## src/design/board_pkg.sv

```systemverilog
`default_nettype none

package board_pkg;

    ////////////////////////////////////////
    // External SRAM and machine addresses
    ////////////////////////////////////////

    // Full SRAM address bus on the board
    typedef logic [20:0] sram_addr_t;
    // Address range the machine can reach
    typedef logic [18:0] machine_addr_t;
    // Byte read back from SRAM
    typedef logic [7:0]  cfg_byte_t;

    // Configuration byte location in SRAM
    localparam sram_addr_t BOOT_CFG_ADDR = 21'h008FD5;

    ////////////////////////////////////////
    // Boot timing
    ////////////////////////////////////////

    // Cycles the machine is held in reset after release
    localparam int BOOT_CYCLES = 8;

    typedef logic [$clog2(BOOT_CYCLES)-1:0] boot_cnt_t;
    // Count value of the final boot cycle
    localparam boot_cnt_t BOOT_CNT_LAST = boot_cnt_t'(BOOT_CYCLES - 1);

    // Bit positions in the configuration byte
    localparam int CFG_SCAN_BIT  = 0;
    localparam int CFG_BLANK_BIT = 1;

    // Video modes captured at boot
    typedef struct packed {
        logic scan_effect;
        logic sync_blank;
    } boot_cfg_t;

endpackage

`default_nettype wire

```

## src/design/video_pkg.sv

```systemverilog
`default_nettype none

package video_pkg;

    ////////////////////////////////////////
    // Colour widths
    ////////////////////////////////////////

    // Machine level for one channel
    typedef logic [1:0] colour_level_t;
    // Expanded level on the board DAC
    typedef logic [2:0] colour_out_t;

    ////////////////////////////////////////
    // Channel layout and timing
    ////////////////////////////////////////

    // Red, green and blue
    localparam int NUM_CHANNELS = 3;

    // Channel index order
    localparam int CH_RED   = 0;
    localparam int CH_GREEN = 1;
    localparam int CH_BLUE  = 2;

    // Input to output delay in clk6 cycles
    localparam int VIDEO_LATENCY = 3;

    ////////////////////////////////////////
    // Pipeline structs
    ////////////////////////////////////////

    // One channel as it leaves the input stage
    typedef struct packed {
        colour_level_t level;
        logic          bright;
        logic          odd_line;
    } channel_in_t;

    // Both syncs, active low
    typedef struct packed {
        logic hsync_n;
        logic vsync_n;
    } sync_t;

    // Syncs inactive
    localparam sync_t SYNC_IDLE = '{hsync_n: 1'b1, vsync_n: 1'b1};

endpackage

`default_nettype wire

```

## src/design/board_top.sv

```systemverilog
`timescale 1ns/1ps
`default_nettype none

module board_top (
    input  wire                           clk6,
    input  wire                           rst_n,
    input  wire board_pkg::cfg_byte_t     sram_rdata,
    input  wire board_pkg::machine_addr_t machine_sram_addr,
    input  wire                           machine_sram_we_n,
    input  wire video_pkg::colour_level_t pix_r,
    input  wire video_pkg::colour_level_t pix_g,
    input  wire video_pkg::colour_level_t pix_b,
    input  wire                           pix_bright,
    input  wire                           pal_hsync_n,
    input  wire                           pal_vsync_n,
    output board_pkg::sram_addr_t         sram_addr,
    output logic                          sram_we_n,
    output logic                          machine_reset_n,
    output video_pkg::colour_out_t        r,
    output video_pkg::colour_out_t        g,
    output video_pkg::colour_out_t        b,
    output logic                          hsync_n,
    output logic                          vsync_n
);

    board_pkg::boot_cfg_t   boot_cfg;
    video_pkg::channel_in_t chan [video_pkg::NUM_CHANNELS];
    video_pkg::sync_t       sync;
    video_pkg::colour_out_t levels [video_pkg::NUM_CHANNELS];

    ////////////////////////////////////////
    // Boot and SRAM hand-over
    ////////////////////////////////////////

    boot_sequencer u_boot_sequencer (
        .clk6              (clk6),
        .rst_n             (rst_n),
        .sram_rdata        (sram_rdata),
        .machine_sram_addr (machine_sram_addr),
        .machine_sram_we_n (machine_sram_we_n),
        .sram_addr         (sram_addr),
        .sram_we_n         (sram_we_n),
        .machine_reset_n   (machine_reset_n),
        .boot_cfg          (boot_cfg)
    );

    ////////////////////////////////////////
    // Video pipeline
    ////////////////////////////////////////

    video_input_stage u_video_input_stage (
        .clk6            (clk6),
        .machine_reset_n (machine_reset_n),
        .pix_r           (pix_r),
        .pix_g           (pix_g),
        .pix_b           (pix_b),
        .pix_bright      (pix_bright),
        .pal_hsync_n     (pal_hsync_n),
        .pal_vsync_n     (pal_vsync_n),
        .chan            (chan),
        .sync            (sync)
    );

    // One channel per colour, same scanline mode on all
    for (genvar k = 0; k < video_pkg::NUM_CHANNELS; k++) begin : g_channel
        colour_channel u_colour_channel (
            .clk6            (clk6),
            .machine_reset_n (machine_reset_n),
            .chan            (chan[k]),
            .scan_effect     (boot_cfg.scan_effect),
            .level           (levels[k])
        );
    end

    video_output_stage u_video_output_stage (
        .clk6            (clk6),
        .machine_reset_n (machine_reset_n),
        .levels          (levels),
        .sync            (sync),
        .sync_blank      (boot_cfg.sync_blank),
        .r               (r),
        .g               (g),
        .b               (b),
        .hsync_n         (hsync_n),
        .vsync_n         (vsync_n)
    );

endmodule

`default_nettype wire

```

## src/design/boot_sequencer.sv

```systemverilog
`timescale 1ns/1ps
`default_nettype none

module boot_sequencer (
    input  wire                        clk6,
    input  wire                        rst_n,
    input  wire board_pkg::cfg_byte_t  sram_rdata,
    input  wire board_pkg::machine_addr_t machine_sram_addr,
    input  wire                        machine_sram_we_n,
    output board_pkg::sram_addr_t      sram_addr,
    output logic                       sram_we_n,
    output logic                       machine_reset_n,
    output board_pkg::boot_cfg_t       boot_cfg
);

    // Wait while rst_n low, boot for a fixed count, then run
    typedef enum logic [1:0] {
        ST_WAIT,
        ST_BOOT,
        ST_RUN
    } boot_state_t;

    boot_state_t          state;
    board_pkg::boot_cnt_t boot_cnt;

    ////////////////////////////////////////
    // Power-on state machine
    ////////////////////////////////////////

    always_ff @(posedge clk6) begin
        if (!rst_n) begin
            state    <= ST_WAIT;
            boot_cnt <= '0;
            boot_cfg <= '0;
        end else begin
            case (state)
                // First edge with rst_n high
                ST_WAIT: begin
                    state    <= ST_BOOT;
                    boot_cnt <= '0;
                end
                ST_BOOT: begin
                    if (boot_cnt == board_pkg::BOOT_CNT_LAST) begin
                        // SRAM parked on config byte, sample it now
                        boot_cfg.scan_effect <= sram_rdata[board_pkg::CFG_SCAN_BIT];
                        boot_cfg.sync_blank  <= sram_rdata[board_pkg::CFG_BLANK_BIT];
                        state                <= ST_RUN;
                    end else begin
                        boot_cnt <= boot_cnt + 1'b1;
                    end
                end
                // Config holds until next rst_n
                ST_RUN: state <= ST_RUN;
                default: state <= ST_WAIT;
            endcase
        end
    end

    ////////////////////////////////////////
    // SRAM ownership
    ////////////////////////////////////////

    // Machine only out of reset once running
    assign machine_reset_n = (state == ST_RUN);

    // Boot address and no writes until the machine owns the bus
    assign sram_addr = machine_reset_n ? board_pkg::sram_addr_t'(machine_sram_addr)
                                       : board_pkg::BOOT_CFG_ADDR;
    assign sram_we_n = machine_reset_n ? machine_sram_we_n : 1'b1;

endmodule

`default_nettype wire

```

## src/design/colour_channel.sv

```systemverilog
`timescale 1ns/1ps
`default_nettype none

module colour_channel (
    input  wire                         clk6,
    input  wire                         machine_reset_n,
    input  wire video_pkg::channel_in_t chan,
    input  wire                         scan_effect,
    output video_pkg::colour_out_t      level
);

    // Level in the top bits, bright as LSB
    video_pkg::colour_out_t full_level;
    // Half intensity for scanlines
    video_pkg::colour_out_t dim_level;
    logic                   dim_en;

    assign full_level = {chan.level, chan.bright};
    assign dim_level  = full_level >> 1;

    // Only odd lines are dimmed
    assign dim_en = scan_effect & chan.odd_line;

    ////////////////////////////////////////
    // Stage two register
    ////////////////////////////////////////

    always_ff @(posedge clk6) begin
        if (!machine_reset_n) begin
            level <= '0;
        end else if (dim_en) begin
            level <= dim_level;
        end else begin
            level <= full_level;
        end
    end

endmodule

`default_nettype wire

```

## src/design/video_input_stage.sv

```systemverilog
`timescale 1ns/1ps
`default_nettype none

module video_input_stage (
    input  wire                           clk6,
    input  wire                           machine_reset_n,
    input  wire video_pkg::colour_level_t pix_r,
    input  wire video_pkg::colour_level_t pix_g,
    input  wire video_pkg::colour_level_t pix_b,
    input  wire                           pix_bright,
    input  wire                           pal_hsync_n,
    input  wire                           pal_vsync_n,
    output video_pkg::channel_in_t        chan [video_pkg::NUM_CHANNELS],
    output video_pkg::sync_t              sync
);

    // Incoming levels in channel index order
    video_pkg::colour_level_t pix_level [video_pkg::NUM_CHANNELS];

    // Stage one registers
    video_pkg::colour_level_t level_q [video_pkg::NUM_CHANNELS];
    logic                     bright_q;
    logic                     odd_line_q;
    video_pkg::sync_t         sync_q;

    // Falling hsync against last registered value
    logic hsync_fall;

    assign pix_level[video_pkg::CH_RED]   = pix_r;
    assign pix_level[video_pkg::CH_GREEN] = pix_g;
    assign pix_level[video_pkg::CH_BLUE]  = pix_b;

    assign hsync_fall = sync_q.hsync_n & ~pal_hsync_n;

    ////////////////////////////////////////
    // Input registers and line parity
    ////////////////////////////////////////

    always_ff @(posedge clk6) begin
        if (!machine_reset_n) begin
            level_q    <= '{default: '0};
            bright_q   <= 1'b0;
            // Even line after reset
            odd_line_q <= 1'b0;
            sync_q     <= video_pkg::SYNC_IDLE;
        end else begin
            level_q    <= pix_level;
            bright_q   <= pix_bright;
            // Pixel on the falling edge already belongs to the new line
            odd_line_q <= odd_line_q ^ hsync_fall;
            sync_q     <= '{hsync_n: pal_hsync_n, vsync_n: pal_vsync_n};
        end
    end

    // Bright and parity shared by all channels
    always_comb begin
        for (int k = 0; k < video_pkg::NUM_CHANNELS; k++) begin
            chan[k] = '{level: level_q[k], bright: bright_q, odd_line: odd_line_q};
        end
    end

    assign sync = sync_q;

endmodule

`default_nettype wire

```

## src/design/video_output_stage.sv

```systemverilog
`timescale 1ns/1ps
`default_nettype none

module video_output_stage (
    input  wire                         clk6,
    input  wire                         machine_reset_n,
    input  wire video_pkg::colour_out_t levels [video_pkg::NUM_CHANNELS],
    input  wire video_pkg::sync_t       sync,
    input  wire                         sync_blank,
    output video_pkg::colour_out_t      r,
    output video_pkg::colour_out_t      g,
    output video_pkg::colour_out_t      b,
    output logic                        hsync_n,
    output logic                        vsync_n
);

    // Sync aligned with channel registers
    video_pkg::sync_t sync_d;
    logic             blank;

    // Either sync active
    assign blank = sync_blank & ~(sync_d.hsync_n & sync_d.vsync_n);

    ////////////////////////////////////////
    // Sync delay, stage two
    ////////////////////////////////////////

    always_ff @(posedge clk6) begin
        if (!machine_reset_n) begin
            sync_d <= video_pkg::SYNC_IDLE;
        end else begin
            sync_d <= sync;
        end
    end

    ////////////////////////////////////////
    // Output registers, stage three
    ////////////////////////////////////////

    always_ff @(posedge clk6) begin
        if (!machine_reset_n) begin
            // Black with syncs idle while machine held
            r       <= '0;
            g       <= '0;
            b       <= '0;
            hsync_n <= 1'b1;
            vsync_n <= 1'b1;
        end else begin
            r       <= blank ? '0 : levels[video_pkg::CH_RED];
            g       <= blank ? '0 : levels[video_pkg::CH_GREEN];
            b       <= blank ? '0 : levels[video_pkg::CH_BLUE];
            hsync_n <= sync_d.hsync_n;
            vsync_n <= sync_d.vsync_n;
        end
    end

endmodule

`default_nettype wire

```

## config.mk

```make
export PLATFORM = sky130hd
export DESIGN_NAME = board_top
export DESIGN_NICKNAME = d
export VERILOG_FILES = /design/src/design/board_pkg.sv /design/src/design/video_pkg.sv /design/src/design/board_top.sv /design/src/design/boot_sequencer.sv /design/src/design/colour_channel.sv /design/src/design/video_input_stage.sv /design/src/design/video_output_stage.sv
export SDC_FILE = /design/constraint.sdc
export NUM_CORES = 1
export LEC_CHECK = 0
export BUFFER_PORTS_ARGS = -buffer_cell sky130_fd_sc_hd__buf_2
export CORE_MARGIN = 3
export CORE_UTILIZATION = 40
export DETAILED_ROUTE_END_ITERATION = 8
export MAX_ROUTING_LAYER = met4
export PLACE_DENSITY = 0.84
export SYNTH_ARGS = -nofsm -noshare
export SYNTH_HDL_FRONTEND = slang
export SYNTH_SLANG_ARGS = --single-unit
```

## constraint.sdc

```tcl
create_clock -name clk6 -period 1.4 [get_ports clk6]
set_input_delay 0.42 -clock clk6 [delete_from_list [all_inputs] [get_ports clk6]]
set_output_delay 0.42 -clock clk6 [all_outputs]
set_load 0.02 [all_outputs]
```

==> out/results.tsv <==
stage	metric	value	unit
sta	min_period	1.78	ns
synthesis	synthTopCellsByArea	dfxtp_1 53%, and2_1 11%, nand2b_1 7.7%	
synthesis	synth.avg_cell_area	10.0	um2
cells_and_area	fillers	289	
global_routing	antenna_found_initial	0	
floorplan	num_rows	21	
setup_path	reg2reg_slack	0.08	ns
cts	clock_sinks	39	
floorplan	io_pins	73	
setup_path	worstPathMaxFanout	5	
detailed_routing	met3_length	155	um
cts	h-tree-depth	2	
hold_path	min_path_type	input port to register	
cells_and_area	layout_commonest_cell	buf_2	
detailed_routing	drc	0	
synthesis	synth_cell_types	24	
synthesis	synth-seq-cells	39	
floorplan	die_y	66.4	um
sta	fin_ws	-0.381	ns
sta	hold_violations	0	
global_routing	grt_pass1_wl	4540	um
setup_path	cpMaxStageDelayCell	dfxtp_2	
cells_and_area	most-common-layout-cells	53 x buf_2, 38 x dfxtp_1, 17 x nand2b_1, 17 x and2_1	
global_routing	grt_pass1_vias	1050	
setup_path	cpPeakStageDelay	0.34	ns
detailed_routing	vias	1186	
synthesis	synth_largest_area_cell	dfxtp_1	
sta	setup_tns	-6.98	ns
power	p_leak	0.967	nW
setup_path	crit_required	0.98	ns
place	dp_hpwl	1990	um
cells_and_area	post-route-util	0.633	
run_status	status	finished with violations	
sta	grt_setup_unrepaired	true	
cts	numCtsBuffers	5	
detailed_routing	wl_met1	1190	um
place	portBuffers	64	
cells_and_area	nNetsFinal	266	
run_status	violations	setup timing	
setup_path	path_class	register to primary output	
synthesis	ys_seq_area_frac	0.535	
place	place_congestion	0.810	
sta	drv_slew	0	
synthesis	synthCells	146	
cells_and_area	final_area	0.00216	mm2
sta	finalClockSkew	0.00795	ns
floorplan	die_x	66.4	um
cells_and_area	drive_gt1_frac	0.468	
sta	max_freq	561	MHz
floorplan	core_area	0.00342	mm2
setup_path	endpoint_kind	primary output	
synthesis	synth_top_area_share	0.535	
sta	setup_viol	21	
setup_path	cp_top_family	flip-flops	
cts	cts_root_buffer	clkbuf_4	
setup_path	crit_chain	inv_2 > ha_4 > clkbuf_16 > and2_4 > buf_6	
setup_path	crit_path_start_kind	register	
detailed_routing	route.antenna.remaining_nets	0	
cts	cts.reportedPaths.clkPinSlew	0.12	ns
place	dpl_cell_area	0.00187	mm2
floorplan	initial_utilization	0.427	
synthesis	synth_warnings	0	
power	power	3.11	mW
cts	cts_tree	built	
run	max_cap_violations	0	
detailed_routing	wl_per_cell	11.7	um
cells_and_area	antenna-diode-count	0	
place	post-place-cells	254	
cts	clock_path_buffers	2	
power	p_per_area	1440	mW/mm2
setup_path	arrival	1.36	ns
detailed_routing	wl_met2	1740	um
global_routing	grt_max_degree	14	
detailed_routing	viasPerCell	4.43	
sta	final.period_utilization	1.27	
global_routing	grt-ovfl-total	0	
detailed_routing	top_layer	met4	
detailed_routing	wl	3150	um
floorplan	die-area	0.00441	mm2
synthesis	synth_area	0.00146	mm2
detailed_routing	first_iter_violations	19	
setup_path	critPathBufInv	3	
cells_and_area	instances_no_fill	268	
cts	clk_latency	0.34	ns
global_routing	grt_usage	0.144	
cells_and_area	area_growth	48.1	%
detailed_routing	first_pass_iters	4	
power	irDropWorstVdd	0.853	mV
Yosys cell counts (all sizes together):
cell type / count
ha: 6
clkbuf: 3
xnor2: 1
nand2b: 19
dfxtp: 39
o22ai: 2
inv: 2
a21oi: 1
and2: 26
mux2i: 2
conb: 1
buf: 6
a21boi: 9
nand3: 8
o21ai: 1
nand2: 13
o21a: 1
and3: 3
nor2b: 3
cells by family (layout without fill, tap and decap cells):
group | Yosys count | after routing | share of synthesized area
simple gates | 72 | 72 | 0.284
flops | 39 | 39 | 0.535
compound gates | 14 | 15 | 0.0694
buf+inv | 11 | 85 | 0.0377
fa+ha+maj | 6 | 6 | 0.0514
mux | 2 | 2 | 0.0137
other cells | 1 | 2 | 0.00257
xor+xnor | 1 | 1 | 0.00600
path summary, 6_finish.rpt:
kind / from / to / depth (start not counted)
max reg2reg: u_boot_sequencer.state[1] / u_boot_sequencer.boot_cnt[2] / 6
max: u_boot_sequencer.state[0] / sram_addr[5] / 5
min: pal_vsync_n / u_video_input_stage.sync[0] / 2
min reg2reg: u_video_input_stage.sync[0] / u_video_output_stage.sync_d[0] / 1
final cells by class:
class                           instances  area (um2)  area share
Clock buffer                            5        37.5      0.0174
Clock inverter                          3        43.8      0.0203
Inverter                                2        7.51     0.00347
Multi-Input combinational cell         98         712       0.329
Sequential cell                        39         782       0.362
Tap cell                               46        57.6      0.0266
Timing Repair Buffer                   75         522       0.241
what timing repair did:
action | CTS | global route
setup endpoints to repair | 21 | 35
pin swaps | 1 | 4
resized for setup | 35 | 8
cloned | 1 | 2
hold buffers | 0 | 0
setup buffers | 4 | 1
worst reg2reg max path, cell delays in order (launching register included):
cell	delay [ns]
dfxtp_1	0.36
buf_4	0.16
inv_1	0.08
ha_2	0.26
nand2_2	0.09
o21a_1	0.14
o22ai_1	0.16
sequential cells by signal, summed over array words and instances, names as in the netlist:
name,flops
u_boot_sequencer.boot_cfg,2
u_video_output_stage.sync_d,2
u_video_output_stage.g,3
u_video_input_stage.bright_q,1
u_video_input_stage.odd_line_q,1
u_video_output_stage.r,3
u_video_input_stage.sync,2
u_video_input_stage.chan,6
u_video_output_stage.hsync_n,1
g_channel.u_colour_channel.level,9
u_boot_sequencer.state,2
u_video_output_stage.b,3
u_boot_sequencer.boot_cnt,3
u_video_output_stage.vsync_n,1
report_power, final:
part / internal [mW] / leakage, nW / switching (mW) / total (mW)
Combinational: 0.563 / 0.606 / 0.507 / 1.07
Sequential: 1.23 / 0.316 / 0.0806 / 1.31
Clock: 0.376 / 0.0452 / 0.355 / 0.730
Total: 2.17 / 0.967 / 0.942 / 3.11
routing by layer:
layer  global-route usage  up-vias
met3               0.0561        7
li1                     -      614
met2                0.245       32
met5                    -        -
met4               0.0635        0
met1                0.145      533
metrics by stage:
step	hold WS (ns)	setup WS [ns]
after floorplan	0.386	-0.0265
after global placement	0.389	-0.0849
after detailed placement	0.396	-0.0942
after CTS	0.247	-0.368
after global routing	0.226	-0.442
final	0.253	-0.381
Note: power is estimated with default switching activity, not from simulation.
